`src/icache_cfg_pkg.sv`:
```
`default_nettype none

package icache_cfg_pkg;

    // address and instruction widths
    localparam int ADDR_W = 32;
    localparam int INST_W = 32;
    localparam int PAIR_W = 2 * INST_W;

    // two ways, the victim logic depends on it
    localparam int WAY_NUM = 2;

    // one line is 32 bytes, eight words or four pairs
    localparam int LINE_WORDS = 8;
    localparam int LINE_PAIRS = LINE_WORDS / 2;
    localparam int OFFSET_W = 5;

    // burst length field of the memory bus
    localparam int BUS_LEN_W = 4;

endpackage

`default_nettype wire

```
`src/icache_hit_select.sv`:
```
`timescale 1ns/10ps
`default_nettype none

module icache_hit_select #(
    parameter int SET_NUM = 64,
    localparam int ADDR_W = icache_cfg_pkg::ADDR_W,
    localparam int PAIR_W = icache_cfg_pkg::PAIR_W,
    localparam int WAY_NUM = icache_cfg_pkg::WAY_NUM
) (
    input  wire logic                           clk,
    input  wire logic                           rst_n,
    input  wire logic                           flush_i,
    input  wire logic                           accept_i,
    input  wire logic [ADDR_W-1:0]              pc_i,
    input  wire logic [WAY_NUM-1:0]             way_hit_i,
    input  wire logic [WAY_NUM-1:0][PAIR_W-1:0] way_pair_i,
    output logic                                inst_valid_o,
    output logic [ADDR_W-1:0]                   inst_pc_o,
    output logic [PAIR_W-1:0]                   inst_pair_o,
    output logic                                miss_o,
    output logic [ADDR_W-1:0]                   miss_pc_o
);

    // set count outside the supported range stops elaboration
    if (SET_NUM < 16 || SET_NUM > 128 || (SET_NUM & (SET_NUM - 1)) != 0) begin : g_bad_sets
        $error("icache_hit_select: SET_NUM must be a power of two from 16 to 128");
    end

    logic s1_valid_q;
    logic [ADDR_W-1:0] s1_pc_q;
    logic miss_q;
    logic [ADDR_W-1:0] miss_pc_q;
    logic [PAIR_W-1:0] hit_pair;

    wire any_hit = |way_hit_i;
    wire s1_miss = s1_valid_q && !any_hit;

    always_comb begin
        hit_pair = '0;
        for (int w = 0; w < WAY_NUM; w++) begin
            if (way_hit_i[w]) begin
                hit_pair = way_pair_i[w];
            end
        end
    end

    // a flushed lookup must not start a refill
    assign miss_o = (s1_miss && !flush_i) || miss_q;
    assign miss_pc_o = miss_q ? miss_pc_q : s1_pc_q;

    always_ff @(posedge clk) begin
        if (!rst_n || flush_i) begin
            s1_valid_q <= 1'b0;
            miss_q <= 1'b0;
            inst_valid_o <= 1'b0;
        end else begin
            s1_valid_q <= accept_i;
            inst_valid_o <= s1_valid_q && any_hit;
            if (accept_i) begin
                miss_q <= 1'b0;
            end else if (s1_miss) begin
                miss_q <= 1'b1;
            end
        end
    end

    // while a miss is held the only accept is its replay
    always_ff @(posedge clk) begin
        if (accept_i) begin
            s1_pc_q <= miss_q ? miss_pc_q : pc_i;
        end
        if (s1_miss) begin
            miss_pc_q <= s1_pc_q;
        end
        if (s1_valid_q) begin
            inst_pc_o <= s1_pc_q;
            inst_pair_o <= hit_pair;
        end
    end

endmodule

`default_nettype wire

```
`config.mk`:
```
export PLATFORM = sky130hd
export DESIGN_NAME = icache_hit_select
export DESIGN_NICKNAME = d
export VERILOG_FILES = /design/src/icache_cfg_pkg.sv /design/src/icache_hit_select.sv
export SDC_FILE = /design/constraint.sdc
export NUM_CORES = 1
export LEC_CHECK = 0
export BUFFER_PORTS_ARGS = -buffer_cell sky130_fd_sc_hd__buf_2
export CAP_MARGIN = 40
export CORE_ASPECT_RATIO = 0.6
export CORE_MARGIN = 2
export CORE_UTILIZATION = 50
export DETAILED_ROUTE_END_ITERATION = 10
export GPL_TIMING_DRIVEN = 0
export PLACE_DENSITY_LB_ADDON = 0.05
export SLEW_MARGIN = 20
export SYNTH_ARGS = -nofsm -noshare
export SYNTH_HDL_FRONTEND = slang
export SYNTH_SLANG_ARGS = --single-unit
```
`constraint.sdc`:
```
create_clock -name clk -period 9.6 [get_ports clk]
set_input_delay 0.48 -clock clk [delete_from_list [all_inputs] [get_ports clk]]
set_output_delay 0.48 -clock clk [all_outputs]
set_load 0.05 [all_outputs]
```
# ---- Word level (Yosys, flattened, before mapping)
# Cells that the tools add are included.
dict set report classes {
  n_mux 4
  n_reduce_logical 10
}
# operator n
set op_table {}
lappend op_table {{$mux 64} 2}
lappend op_table {{$mux 32} 2}
lappend op_table {{$reduce_or 2->1} 2}
lappend op_table {{$logic_and 1x1->1} 3}
lappend op_table {{$logic_not 1->1} 3}
lappend op_table {{$logic_or 1x1->1} 2}
dict set report word_totals {
  register_bits 163
  out_inout_bits 130
  elab_cells 21
}

# ---- Depth between registers and ports, before layout
dict set report depth {
  word_depth 5
  mapped_depth 5
}

# ---- Worst setup path before layout
# Ideal clock, no wire load.
dict set report synth_path {
  path_kind {reg2out}
  startpoint {register s1_valid_q}
  endpoint {output miss_o}
  arrival_time_ns 4.619
  required_ns 9.120
  setup_slack_ns 4.501
  path_stages_with_launch 3
  path_cell_list {dfxtp_1 > nor3b_2 > a21o_1}
}
dict set report synth_via {
  elab_chain_cells 3
}
# item line
set synth_lines {}
lappend synth_lines {{start: declaration} icache_hit_select.sv:29} ;# logic s1_valid_q;
lappend synth_lines {{start signal: assignment} icache_hit_select.sv:57} ;# s1_valid_q <= accept_i;
lappend synth_lines {{$logic_and 1x1->1} icache_hit_select.sv:36} ;# wire s1_miss = s1_valid_q && !any_hit;
lappend synth_lines {{via s1_miss} icache_hit_select.sv:36}
lappend synth_lines {{$logic_and 1x1->1} icache_hit_select.sv:48} ;# assign miss_o = (s1_miss && !flush_i) || miss_q;
lappend synth_lines {{$logic_or 1x1->1} icache_hit_select.sv:48}
lappend synth_lines {{end: declaration} icache_hit_select.sv:20} ;# output logic miss_o,
# The timed path passes the listed nets, and every way through them passes these cells.

# ---- Worst setup path in the final report
# Ends and elaborated chain as after synthesis.

==> metrics <==
Final WS setup 6.50 ns; Synth top area share 75.4%; critical path peak fanout 51; port bufs 295; antenna violations before repair 0; final setup vio count 0; remaining global-route overflow 0; CP max stage delay between 0.8 and 0.9 ns; FMAX 322 MHz; chip width 150 microns; hold path depth 2; Reg2Reg Setup Slack between 6 and 7 ns; Tot GR Track Use 24.0%; Slew Limit Fails 0; setup slack at placement 6.86 ns; slowest CP cell dfxtp_4; status finished clean; critical path class flip-flop to output port; Vias 4605; DRT antenna net count 0; unrepaired setup endpoints after global routing false; largest net degree at the start of global routing 52; gp weighted congestion 0.881; hold bufs inserted after CTS 0; clock sinks ~160; cts repair resizes 0; DPL Wire Length around 12000 microns; Hold Fails Final Rpt 0; CTS clk-pin slew, worst paths roughly 0.060 ns; clk_skew 0.00939 ns; postcts setup bufs 0; setup TNS 0 ns; pwr dens around 190 nW/um^2; RR Endpoint miss_pc_q[29]; Hold WS 0.348 ns; CTS max path bufs 2; Initial Util about half; Syn Nets 588; Core Region around 12000 sq um; FF+latch count, synth 163; Worst Hold Launch rst_n; fillers between 900 and 1000; DIE HEIGHT just over 90 microns; sequential element share of the synthesized area about three quarters; Reg-to-Reg Start s1_valid_q; total routed wirelength 16500 microns; H-tree depth 4; max cap viols 0; Yosys top cell by area edfxtp_1; Mapped Area 6370 sq um; Syn. warnings 0; wire per inst between 15 and 20 microns; total power 1.62 mW; critical path, cell by cell buf_16 > nor3b_4 > a21o_1 > buf_2; FP Rows 31; diode count 0; VDD IR max 0.000132 V; clock latency on the worst-skew pair approximately 0.41 ns; Gate Count Post-Synth 422; Startpoint Class flip-flop; Area contributors post-synth edfxtp_1 (75%), a22o_1 (8.7%), o21ai_1 (5.1%), inv_1 (3.9%), nand2_1 (2.0%); vias in the first global route 4574; Layout Area Growth over Synthesis 36.4%; drt via density 5.02; first-pass GRT wire length around 24000 microns; full die area 13700 sq um; Worst-Margin Slew around 0.74 ns; drt drc 0; worst path arrival time roughly 2.6 ns; Slew headroom 50.7%; Ports 296; CP Data Required Time 9.12 ns; CTS buffer count 17; HP Class input port to flip-flop; Final #Nets around 910; syn_area_per_cell 15.1 sq um; worst reg2reg path depth 5; layout cells sized above 1 between 40% and 50%; Leakage around 3.9 nW; First DRT Iteration DRCs 220; CTS tree built; DR pass1 iterations 4; crit share post-route about a third; cell chosen for the clock root clkbuf_16; Hold Path Sink s1_valid_q; Distinct cells, synth 17; min cycle time layout between 3 and 4 ns; CP endpoint kind output port
-- synthesized netlist by cell type (all sizes together) --
cell,number
edfxtp,160
inv,66
o21ai,65
a22o,63
nand2,34
buf,20
clkbuf,5
dfxtp,3
o2111a,2
a21o,1
and3,1
nor2b,1
nor3b,1
-- through the flow --
step                util, %  cell area (sq um)  cells
finish                 70.9               8690    918
floorplan                 -               6370    422
CTS                    70.9               8690    918
global placement       65.7               8050    882
global route           70.9               8690    918
detailed placement     66.4               8140    887
-- sequential cells by signal (all words and copies together), names as in the netlist --
register      cells
inst_pair_o      64
inst_pc_o        32
miss_pc_q        32
s1_pc_q          32
inst_valid_o      1
miss_q            1
s1_valid_q        1
-- worst max-delay path: cells and delay by family, from the launching register on --
family          cells  cell delay [ns]
compound gates      1             0.20
flops               1             0.84
simple gates        1             0.59
buf+inv             2             0.59
-- final cells by class --
type	count	area, sq um	area share [%]
clock buffer	18	429	4.94
inverter	66	248	2.85
clock inverter	13	113	1.30
tap	165	206	2.38
sequential	163	4870	56.1
timing repair buffer	300	1560	17.9
buffer	25	195	2.25
multi-input combinational	168	1070	12.3
-- power breakdown --
group	total (mW)	internal [mW]	switching [mW]
clock network	0.626	0.355	0.271
logic	0.175	0.0630	0.112
registers	0.819	0.808	0.0116
-- layout by cell type, fill, tap and decap left out --
cell	instances
buf_2	301
edfxtp_1	160
inv_1	66
o21ai_1	65
a22o_1	63
nand2_1	34
clkbuf_16	17
buf_8	6
clkbuf_1	6
buf_4	5
buf_6	4
clkinvlp_4	4
buf_1	2
o2111a_1	2
clkinv_1	2
clkinv_2	2
clkinv_4	2
inv_6	2
dfxtp_1	2
nor3b_4	1
nor2b_2	1
a21o_1	1
and3_1	1
bufinv_16	1
buf_16	1
dfxtp_4	1
buf_12	1
-- worst max-delay path by stage --
stage                    start     end  depth (start not counted)  slack, ns
CTS                 s1_valid_q  miss_o                          4       6.41
floorplan           s1_valid_q  miss_o                          2       4.50
global route        s1_valid_q  miss_o                          4       6.25
finish              s1_valid_q  miss_o                          4       6.50
detailed placement  s1_valid_q  miss_o                          4       6.86
global placement    s1_valid_q  miss_o                          3       2.56
-- per-layer routing --
metal	global-route usage (%)	wire [microns]	share of wire (%)
met5	0	0	0
met4	7.23	184	1.1
met3	8.79	1550	9.4
met2	38.3	8150	49
met1	30.8	6610	40
-- cells by family after synthesis --
group,Yosys count,share of synthesized area (%)
AOI/OAI and AO/OA,131,14.2
buffers and inverters,91,6.95
DFF,163,76.4
and+or+nand+nor,37,2.44
(Power assumes the default switching activity.)
