$ cat src/icache_cfg_pkg.sv
`default_nettype none

package icache_cfg_pkg;

    // address and instruction widths
    localparam int ADDR_W = 32;
    localparam int INST_W = 32;
    localparam int PAIR_W = 2 * INST_W;

    // two ways, the victim logic depends on it
    localparam int WAY_NUM = 2;

    // one line is 32 bytes, eight words or four pairs
    localparam int LINE_WORDS = 8;
    localparam int LINE_PAIRS = LINE_WORDS / 2;
    localparam int OFFSET_W = 5;

    // burst length field of the memory bus
    localparam int BUS_LEN_W = 4;

endpackage

`default_nettype wire

$ cat src/icache_op_pkg.sv
`default_nettype none

package icache_op_pkg;

    localparam int OP_W = 2;

    // cacop codes, 0 and 1 both invalidate by index and way
    localparam logic [OP_W-1:0] CACOP_IDX_INIT = 2'd0;
    localparam logic [OP_W-1:0] CACOP_IDX_INV = 2'd1;
    localparam logic [OP_W-1:0] CACOP_HIT_INV = 2'd2;

    // one cacop address word, read through the view the op code selects
    typedef union packed {
        struct packed {
            logic [icache_cfg_pkg::ADDR_W-2:0] upper;
            logic way_sel;
        } index_view;
        struct packed {
            logic [icache_cfg_pkg::ADDR_W-icache_cfg_pkg::OFFSET_W-1:0] line_addr;
            logic [icache_cfg_pkg::OFFSET_W-1:0] offset;
        } hit_view;
    } cacop_addr_u;

endpackage

`default_nettype wire

$ cat src/icache_ctrl.sv
`timescale 1ns/10ps
`default_nettype none

module icache_ctrl #(
    parameter int SET_NUM = 64,
    localparam int IDX_W = $clog2(SET_NUM),
    localparam int TAG_W = icache_cfg_pkg::ADDR_W - icache_cfg_pkg::OFFSET_W - IDX_W,
    localparam int PAIR_IDX_W = $clog2(icache_cfg_pkg::LINE_PAIRS),
    localparam int ADDR_W = icache_cfg_pkg::ADDR_W,
    localparam int WAY_NUM = icache_cfg_pkg::WAY_NUM
) (
    input  wire logic                                 clk,
    input  wire logic                                 rst_n,
    input  wire logic                                 flush_i,
    input  wire logic                                 fetch_valid_i,
    input  wire logic [ADDR_W-1:0]                    fetch_pc_i,
    input  wire logic                                 cacop_valid_i,
    input  wire logic [icache_op_pkg::OP_W-1:0]       cacop_op_i,
    input  wire logic [ADDR_W-1:0]                    cacop_addr_i,
    input  wire logic                                 mem_ack_i,
    input  wire logic                                 mem_data_valid_i,
    input  wire logic [icache_cfg_pkg::INST_W-1:0]    mem_data_i,
    input  wire logic                                 miss_i,
    input  wire logic [ADDR_W-1:0]                    miss_pc_i,
    input  wire logic [WAY_NUM-1:0]                   way_hit_i,
    output logic                                      fetch_ready_o,
    output logic                                      cacop_ready_o,
    output logic                                      cacop_done_o,
    output logic                                      mem_req_o,
    output logic [ADDR_W-1:0]                         mem_addr_o,
    output logic [icache_cfg_pkg::BUS_LEN_W-1:0]      mem_len_o,
    output logic                                      rd_en_o,
    output logic [IDX_W-1:0]                          rd_index_o,
    output logic [PAIR_IDX_W-1:0]                     rd_pair_o,
    output logic [TAG_W-1:0]                          lookup_tag_o,
    output logic [WAY_NUM-1:0]                        tag_we_o,
    output logic                                      wr_valid_o,
    output logic [WAY_NUM-1:0]                        data_we_o,
    output logic [IDX_W-1:0]                          wr_index_o,
    output logic [PAIR_IDX_W-1:0]                     wr_pair_o,
    output logic [TAG_W-1:0]                          wr_tag_o,
    output logic [icache_cfg_pkg::PAIR_W-1:0]         wr_data_o,
    output logic                                      replay_o
);

    localparam int OFFSET_W = icache_cfg_pkg::OFFSET_W;
    localparam int CNT_W = $clog2(icache_cfg_pkg::LINE_WORDS);

    typedef enum logic [2:0] {S_IDLE, S_MISS_REQ, S_MISS_DATA, S_REPLAY, S_CACOP} state_t;

    state_t state_q;
    logic [ADDR_W-1:0] miss_pc_q;
    logic [CNT_W-1:0] word_cnt_q;
    logic [icache_cfg_pkg::INST_W-1:0] low_word_q;
    logic [SET_NUM-1:0] victim_q;
    logic [IDX_W-1:0] cacop_idx_q;
    logic drop_q;

    icache_op_pkg::cacop_addr_u caddr;
    assign caddr = cacop_addr_i;

    wire idle = (state_q == S_IDLE);
    wire cacop_fire = cacop_valid_i && cacop_ready_o;
    wire op_hit = (cacop_op_i == icache_op_pkg::CACOP_HIT_INV);
    wire op_index = (cacop_op_i == icache_op_pkg::CACOP_IDX_INIT)
                 || (cacop_op_i == icache_op_pkg::CACOP_IDX_INV);
    wire last_word = (word_cnt_q == CNT_W'(icache_cfg_pkg::LINE_WORDS - 1));

    // split of the held miss pc and of both cacop views
    wire [IDX_W-1:0] miss_idx = miss_pc_q[OFFSET_W +: IDX_W];
    wire [IDX_W-1:0] op_idx_index = caddr.index_view.upper[OFFSET_W-1 +: IDX_W];
    wire [IDX_W-1:0] op_idx_hit = caddr.hit_view.line_addr[IDX_W-1:0];
    wire [TAG_W-1:0] op_tag_hit = caddr.hit_view.line_addr[ADDR_W-OFFSET_W-1 -: TAG_W];
    wire [WAY_NUM-1:0] victim_way = WAY_NUM'(1) << victim_q[miss_idx];

    // cacop first, fetch waits for any pending miss
    assign cacop_ready_o = idle && !miss_i;
    assign fetch_ready_o = idle && !miss_i && !cacop_valid_i;

    assign mem_req_o = (state_q == S_MISS_REQ);
    assign mem_addr_o = {miss_pc_q[ADDR_W-1:OFFSET_W], OFFSET_W'(0)};
    assign mem_len_o = icache_cfg_pkg::BUS_LEN_W'(icache_cfg_pkg::LINE_WORDS);

    // read port mux: replay pc, hit cacop address or fetch pc
    always_comb begin
        rd_en_o = fetch_valid_i && fetch_ready_o;
        rd_index_o = fetch_pc_i[OFFSET_W +: IDX_W];
        rd_pair_o = fetch_pc_i[OFFSET_W-1 -: PAIR_IDX_W];
        lookup_tag_o = fetch_pc_i[ADDR_W-1 -: TAG_W];
        replay_o = 1'b0;
        if (state_q == S_REPLAY) begin
            rd_en_o = !drop_q;
            replay_o = !drop_q;
            rd_index_o = miss_idx;
            rd_pair_o = miss_pc_q[OFFSET_W-1 -: PAIR_IDX_W];
            lookup_tag_o = miss_pc_q[ADDR_W-1 -: TAG_W];
        end else if (cacop_fire && op_hit) begin
            rd_en_o = 1'b1;
            rd_index_o = op_idx_hit;
            lookup_tag_o = op_tag_hit;
        end
    end

    // shared write bus
    always_comb begin
        tag_we_o = '0;
        data_we_o = '0;
        wr_valid_o = 1'b0;
        wr_index_o = miss_idx;
        wr_pair_o = word_cnt_q[CNT_W-1:1];
        wr_tag_o = miss_pc_q[ADDR_W-1 -: TAG_W];
        wr_data_o = {mem_data_i, low_word_q};
        case (state_q)
            S_IDLE: begin
                if (cacop_fire && op_index) begin
                    wr_index_o = op_idx_index;
                    tag_we_o = WAY_NUM'(1) << caddr.index_view.way_sel;
                end
            end
            S_MISS_DATA: begin
                // odd word completes a pair
                if (mem_data_valid_i && word_cnt_q[0]) begin
                    data_we_o = victim_way;
                    if (last_word) begin
                        tag_we_o = victim_way;
                        wr_valid_o = 1'b1;
                    end
                end
            end
            S_CACOP: begin
                wr_index_o = cacop_idx_q;
                tag_we_o = way_hit_i;
            end
            default: ;
        endcase
    end

    always_ff @(posedge clk) begin
        if (!rst_n) begin
            state_q <= S_IDLE;
            word_cnt_q <= '0;
            victim_q <= '0;
            drop_q <= 1'b0;
            cacop_done_o <= 1'b0;
        end else begin
            cacop_done_o <= (cacop_fire && !op_hit) || (state_q == S_CACOP);
            case (state_q)
                S_IDLE: begin
                    if (cacop_fire && op_hit) begin
                        state_q <= S_CACOP;
                    end else if (miss_i) begin
                        state_q <= S_MISS_REQ;
                        drop_q <= 1'b0;
                    end
                end
                S_MISS_REQ: begin
                    if (mem_ack_i) begin
                        state_q <= S_MISS_DATA;
                        word_cnt_q <= '0;
                    end
                end
                S_MISS_DATA: begin
                    if (mem_data_valid_i) begin
                        word_cnt_q <= word_cnt_q + 1'b1;
                        if (last_word) begin
                            victim_q[miss_idx] <= !victim_q[miss_idx];
                            state_q <= S_REPLAY;
                        end
                    end
                end
                default: state_q <= S_IDLE;
            endcase
            // flushed refill still fills the line but skips the replay
            if (flush_i && !idle) begin
                drop_q <= 1'b1;
            end
        end
    end

    always_ff @(posedge clk) begin
        if (idle && miss_i) begin
            miss_pc_q <= miss_pc_i;
        end
        if (mem_data_valid_i && !word_cnt_q[0]) begin
            low_word_q <= mem_data_i;
        end
        if (cacop_fire) begin
            cacop_idx_q <= op_idx_hit;
        end
    end

endmodule

`default_nettype wire

$ cat config.mk
export PLATFORM = sky130hd
export DESIGN_NAME = icache_ctrl
export DESIGN_NICKNAME = d
export VERILOG_FILES = /design/src/icache_cfg_pkg.sv /design/src/icache_op_pkg.sv /design/src/icache_ctrl.sv
export SDC_FILE = /design/constraint.sdc
export NUM_CORES = 1
export LEC_CHECK = 0
export BUFFER_PORTS_ARGS = -buffer_cell sky130_fd_sc_hd__buf_2
export CAP_MARGIN = 40
export CORE_AREA = 5 5 129 131
export CTS_CLUSTER_SIZE = 10
export DETAILED_ROUTE_END_ITERATION = 16
export DIE_AREA = 0 0 134 136
export PLACE_DENSITY = 0.91
export RECOVER_POWER = 50
export SLEW_MARGIN = 15
export SYNTH_ARGS = -nofsm -noshare
export SYNTH_HDL_FRONTEND = slang
export SYNTH_SLANG_ARGS = --single-unit
$ cat constraint.sdc
create_clock -name clk -period 4.48 [get_ports clk]
set_input_delay 0 -clock clk [delete_from_list [all_inputs] [get_ports clk]]
set_output_delay 0 -clock clk [all_outputs]
set_load 0.01 [all_outputs]
# Word-level counts from Yosys, hierarchy flattened
# Cells that the tools add are included.
# op_classes
add_sub_neg	1
n_lt_le_gt_ge	2
eq_ne	12
n_shift	2
muxes	37
n_reduce_logical	30
# op_table
cell	n
64-bit bitwise mux	1
21-bit 2-to-1 mux	2
3-bit 2-to-1 mux	7
6-bit 2-to-1 mux	3
1-bit logical AND	12
1-bit 2-to-1 mux	12
2-bit 2-to-1 mux	6
6-bit case mux with 2 select lines	1
3-bit case mux with 3 select lines	1
3-bit AND reduction	3
1-bit logical NOT	7
6-bit by 7-bit less-than comparator with 1-bit output (second input constant)	1
1-bit binary-select mux with 6-bit select	1
1-bit demux with 6-bit select	1
3-bit by 2-bit == test with 1-bit output (second input constant)	2
3-bit == test (second input constant)	2
6-bit by 1-bit >= comparator with 1-bit output (second input constant)	1
2-bit != test (second input constant)	3
2-bit case mux with 3 select lines	1
3-bit case mux with 2 select lines	1
2-bit nonzero test	3
4-bit AND reduction	1
1-bit by 1-bit left shift with 2-bit output (first input constant)	2
3-bit by 1-bit adder with 3-bit output (second input constant)	1
8 further kinds	9
# totals
regBits	142

# Depth between registers and ports, before layout
# logic_depth
ltp_word	7
depth_mapped	11
depth_no_buf	7

# Worst setup path before layout
# Ideal clock, no wire load.
# synth_path
path_type	reg2reg
start	register state_q[1]
end	register drop_q
t_arrival_ns	3.324
t_required_ns	4.345
slack_ns	1.021
stages_incl_launch_ff	6
n_path_buf	1
path_cell_list	dfxtp_1 -> clkbuf_1 -> or2_2 -> nor3b_1 -> nand2b_1 -> a21oi_1
# synth_between
elab_chain_cells	6
elab_cells_between_ends	11
# synth_lines
element	line	rtl
from (decl)	icache_ctrl.sv:51	state_t state_q;
from (signal assigned)	icache_ctrl.sv:140	state_q <= S_IDLE;
from (signal assigned)	icache_ctrl.sv:150	state_q <= S_CACOP;
from (signal assigned)	icache_ctrl.sv:152	state_q <= S_MISS_REQ;
3-bit logical NOT *	icache_ctrl.sv:62, icache_ctrl.sv:147	
1-bit logical AND	icache_ctrl.sv:77	assign cacop_ready_o = idle && !miss_i;
1-bit logical AND	icache_ctrl.sv:63	wire cacop_fire = cacop_valid_i && cacop_ready_o;
1-bit logical AND	icache_ctrl.sv:149	if (cacop_fire && op_hit) begin
2-bit by 1-bit != test with 1-bit output (no line)	n/a	
3-bit AND reduction (no line)	n/a	
to (signal assigned)	icache_ctrl.sv:143	drop_q <= 1'b0;
to (signal assigned)	icache_ctrl.sv:153	drop_q <= 1'b0;
to (signal assigned)	icache_ctrl.sv:175	drop_q <= 1'b1;
to (decl)	icache_ctrl.sv:57	logic drop_q;
# Every way passes the cells marked *; elsewhere a longest branch is shown, timed or not.
# A chain may end at the register's enable or synchronous reset.

# Final worst setup path
# layout_path
start	register miss_pc_q[6]
end	output tag_we_o[0]
# layout_between
elab_chain_cells	6
# layout_lines
element	line	rtl
from (decl)	icache_ctrl.sv:52	logic [ADDR_W-1:0] miss_pc_q;
from (signal assigned)	icache_ctrl.sv:182	miss_pc_q <= miss_pc_i;
1-bit binary-select mux with 6-bit select	icache_ctrl.sv:74	wire [WAY_NUM-1:0] victim_way = WAY_NUM'(1) << victim_q[miss_idx];
1-bit 2-to-1 mux (implied by the code)	icache_ctrl.sv:74	
1-bit by 1-bit left shift with 2-bit output	icache_ctrl.sv:74	
2-bit 2-to-1 mux	icache_ctrl.sv:124	if (last_word) begin
2-bit 2-to-1 mux	icache_ctrl.sv:122	if (mem_data_valid_i && word_cnt_q[0]) begin
2-bit case mux with 3 select lines	icache_ctrl.sv:113	case (state_q)
to (decl)	icache_ctrl.sv:36	output logic [WAY_NUM-1:0] tag_we_o,
# No other way between the ends. The select of a mux whose other input is x is not followed.

==> impl_metrics.py <==
metrics = {
    "synth": {
        "yosysTopAreaCellShare_pct": 27.9,
        "synth.cell_area_um2": 7220,
        "synth-xor-area-share_pct": 0,
        "ys.flop_type": "dfxtp_1",
        "async_reset_ff_share_pct": 0,
        "synth_edf_count": 67,
        "synth_cells": 674,
        "synth_top_family_by_area": "compound AO/OA/AOI/OAI gates",
        "synth_compound_area_share_pct": 22.3,
        "synth_fa_ha_area_share_pct": 0.346,
        "muxShareOfSynthArea_pct": 8.63,
        "synth-simple-area-share_pct": 6.88,
        "synth.distinct_cells": 40,
        "synth_area_leaders": "edfxtp_1 (28%), dfxtp_1 (20%), buf_4 (9.6%), mux2i_1 (8.3%), o211ai_1 (6.7%)",
        "seq_area_frac_synth_pct": 47.8,
        "synth.ff_latch_count": 139,
        "yosys_warnings": 0,
        "syn_avg_cell_area_um2": 10.7,
        "yosys.area.top_type": "edfxtp_1",
    },
    "setup_path": {
        "worstSetupPathType": "flop to primary output",
        "path_common_cell": "o22ai_1",
        "rr_endpoint": "victim_q[8]",
        "worst_setup_path_start_kind": "flop",
        "crit_path_end_kind": "primary output",
        "reg2reg_depth": 7,
        "critPathRequiredTime_ns": 4.48,
        "reg2reg_setup_slack_ns": 1.16,
        "path_cells": "nor2b_1 -> a22oi_1 -> nand2_1 -> o22ai_1 -> or4_2 -> buf_4 -> o22ai_1 -> buf_2",
        "startpoint": "miss_pc_q[6]",
        "slowest_stage": "or4_2",
        "rr_startpoint": "miss_pc_q[6]",
        "cp.arrival_ns": 3.74,
        "crit_end": "tag_we_o[0]",
        "max_stage_delay_ns": 0.70,
        "crit_path_max_fanout": 36,
    },
    "drt": {
        "viasPerCell": 6.01,
        "drtPass1Iterations": 5,
        "drc": 0,
        "ant_nets": 0,
        "routed_wl_um": 24600,
        "first_iter_violations": 696,
        "num_vias": 6755,
        "wl_per_cell_um": 21.9,
    },
    "global_routing": {
        "grt_pass1_vias": 6598,
        "grt_remaining_overflow": 0,
        "antenna_found_initial": 1,
        "gr-usage-all-layers_pct": 25.5,
        "grt_pass1_wl_um": 36200,
        "grt_max_degree": 73,
    },
    "clocking": {
        "clk_pin_slew_ns": 0.06,
        "cts_buffers": 17,
        "clockRootBuffer": "clkbuf_16",
        "post_cts_buffers": 0,
        "clock_insertion_delay_worst_skew_ns": 0.42,
        "cts_resized": 0,
        "cts.sinks": 139,
        "htreeDepth": 4,
        "cts_tree": "yes",
        "ctsHoldBuffers": 71,
        "clk_path_buf_depth": 2,
    },
    "sta": {
        "rsz0062_at_grt": "no",
        "timing.final.crit_share_pct": 83.4,
        "finClkSkew_ns": 0.0113,
        "finalMaxSlewViolations": 0,
        "hold_viol": 0,
        "fmax_mhz": 268,
        "setup_tns_ns": 0,
        "relSlewSlack_pct": 18.9,
        "hold_ws_ns": 0.0879,
        "worst_pin_slew_ns": 1.21,
        "setup_viol": 0,
        "fin_crit_ns": 3.74,
    },
    "worst_hold_path": {
        "hold_class": "input pin to flop",
    },
    "floorplanning": {
        "fp.dieW_um": 134,
        "start_util_pct": 46.7,
        "die_area_um2": 18200,
        "num_rows": 46,
        "core_um2": 15500,
        "die_h_um": 136,
        "io_pins": 309,
    },
    "finish": {
        "fin_util_pct": 59.4,
        "mostFrequentLayoutCells": "clkbuf_1 (153), buf_2 (137), dfxtp_1 (72), dlygate4sd3_1 (71), edfxtp_1 (67)",
        "multi_input_area_um2": 2800,
        "syn_to_final_growth_pct": 27.3,
        "seq_area_um2": 3450,
        "final_common_cell": "clkbuf_1",
        "drive_above_1_share_pct": 22.2,
        "final_nets": 1059,
        "fillers": 1274,
        "fin_cells": 1124,
    },
    "placed_design": {
        "port_buffers": 289,
        "place.gp.congestion": 0.921,
        "dp.final_hpwl_um": 16200,
        "dpl.cell_count": 1018,
    },
    "status": {
        "status": "finished, final reports clean",
    },
    "job": {
        "maxCapViolCount": 0,
    },
    "pwr": {
        "power_leakage_nw": 3.72,
        "vdd_drop_max_uv": 354,
        "power_density_nw_per_um2": 361,
    },
}
[cells by family after synthesis]
| kind of cell | Yosys count |
|---|---|
| multiplexers | 62 |
| adder cells (fa/ha/maj) | 2 |
| AO/OA/AOI/OAI | 202 |
| other | 2 |
| flip-flops | 139 |
| buffers and inverters | 162 |
| AND/OR/NAND/NOR | 105 |
[cell type report]
| cell class | count | share of cell area [%] |
|---|---|---|
| inverters | 6 | 0.245 |
| clock buffers | 19 | 4.82 |
| clock inverters | 13 | 1.55 |
| diodes | 2 | 0.0544 |
| well taps | 192 | 2.61 |
| repair buffers | 373 | 22.7 |
| flip-flops and latches | 139 | 37.6 |
| multi-input cells | 380 | 30.4 |
[how the worst min path moves through the flow]
stage | startpoint | to | slack, ns | cells past startpoint
floorplan | cacop_valid_i | fetch_ready_o | 0.05 | 1
global placement | miss_pc_i[22] | miss_pc_q[22] | 0.18 | 1
detailed placement | miss_pc_i[8] | miss_pc_q[8] | 0.18 | 1
CTS | mem_data_valid_i | state_q[0] | 0.05 | 5
global route | mem_data_valid_i | state_q[0] | 0.13 | 5
finish | mem_data_valid_i | state_q[0] | 0.09 | 5
[critical path: cells and delay by family, from the launching register on]
family	cells	cell delay (ns)
buffers and inverters	2	0.51
AO/OA/AOI/OAI	3	0.67
AND/OR/NAND/NOR	3	1.51
flip-flops	1	0.60
[cell usage after synthesis (all sizes together), types with 6 or more instances]
cell type / n
o22ai: 11
clkbuf: 44
a211oi: 6
mux2i: 60
buf: 112
inv: 6
nor2: 48
a22oi: 18
nand2: 24
a21oi: 35
o211ai: 64
o41ai: 64
nor2b: 12
edfxtp: 67
dfxtp: 72
[sequential cells by signal, summed over array words and instances (netlist names)]
signal / flops
state_q: 3
miss_pc_q: 29
drop_q: 1
low_word_q: 32
cacop_done_o: 1
cacop_idx_q: 6
victim_q: 64
word_cnt_q: 3
[through the flow]
stage          power, mW  instance area, um^2  worst slack (ns)
4_1_cts             3.33                 9360             0.874
2_1_floorplan       1.76                 7250              1.02
5_1_grt             3.42                 9190             0.706
3_5_place_dp        1.90                 8060              1.29
3_3_place_gp        1.89                 8040              1.37
6_report            3.32                 9190             0.745
[layer usage]
layer,vias to the layer above,track usage [%],wire length [um]
met4,0,12.6,1090
met1,3258,30.6,9000
li1,2956,-,-
met2,479,42.2,12100
met5,-,0,0
met3,62,7.36,2430
[report_power, final]
| group | leakage, nW | switching [mW] | internal (mW) | total (mW) |
|---|---|---|---|---|
| clock network | 0.274 | 0.561 | 0.839 | 1.40 |
| logic | 2.22 | 0.316 | 0.186 | 0.502 |
| registers | 1.23 | 0.0366 | 1.38 | 1.42 |
| total | 3.72 | 0.913 | 2.41 | 3.32 |
Power figures use the tool's default switching activity.
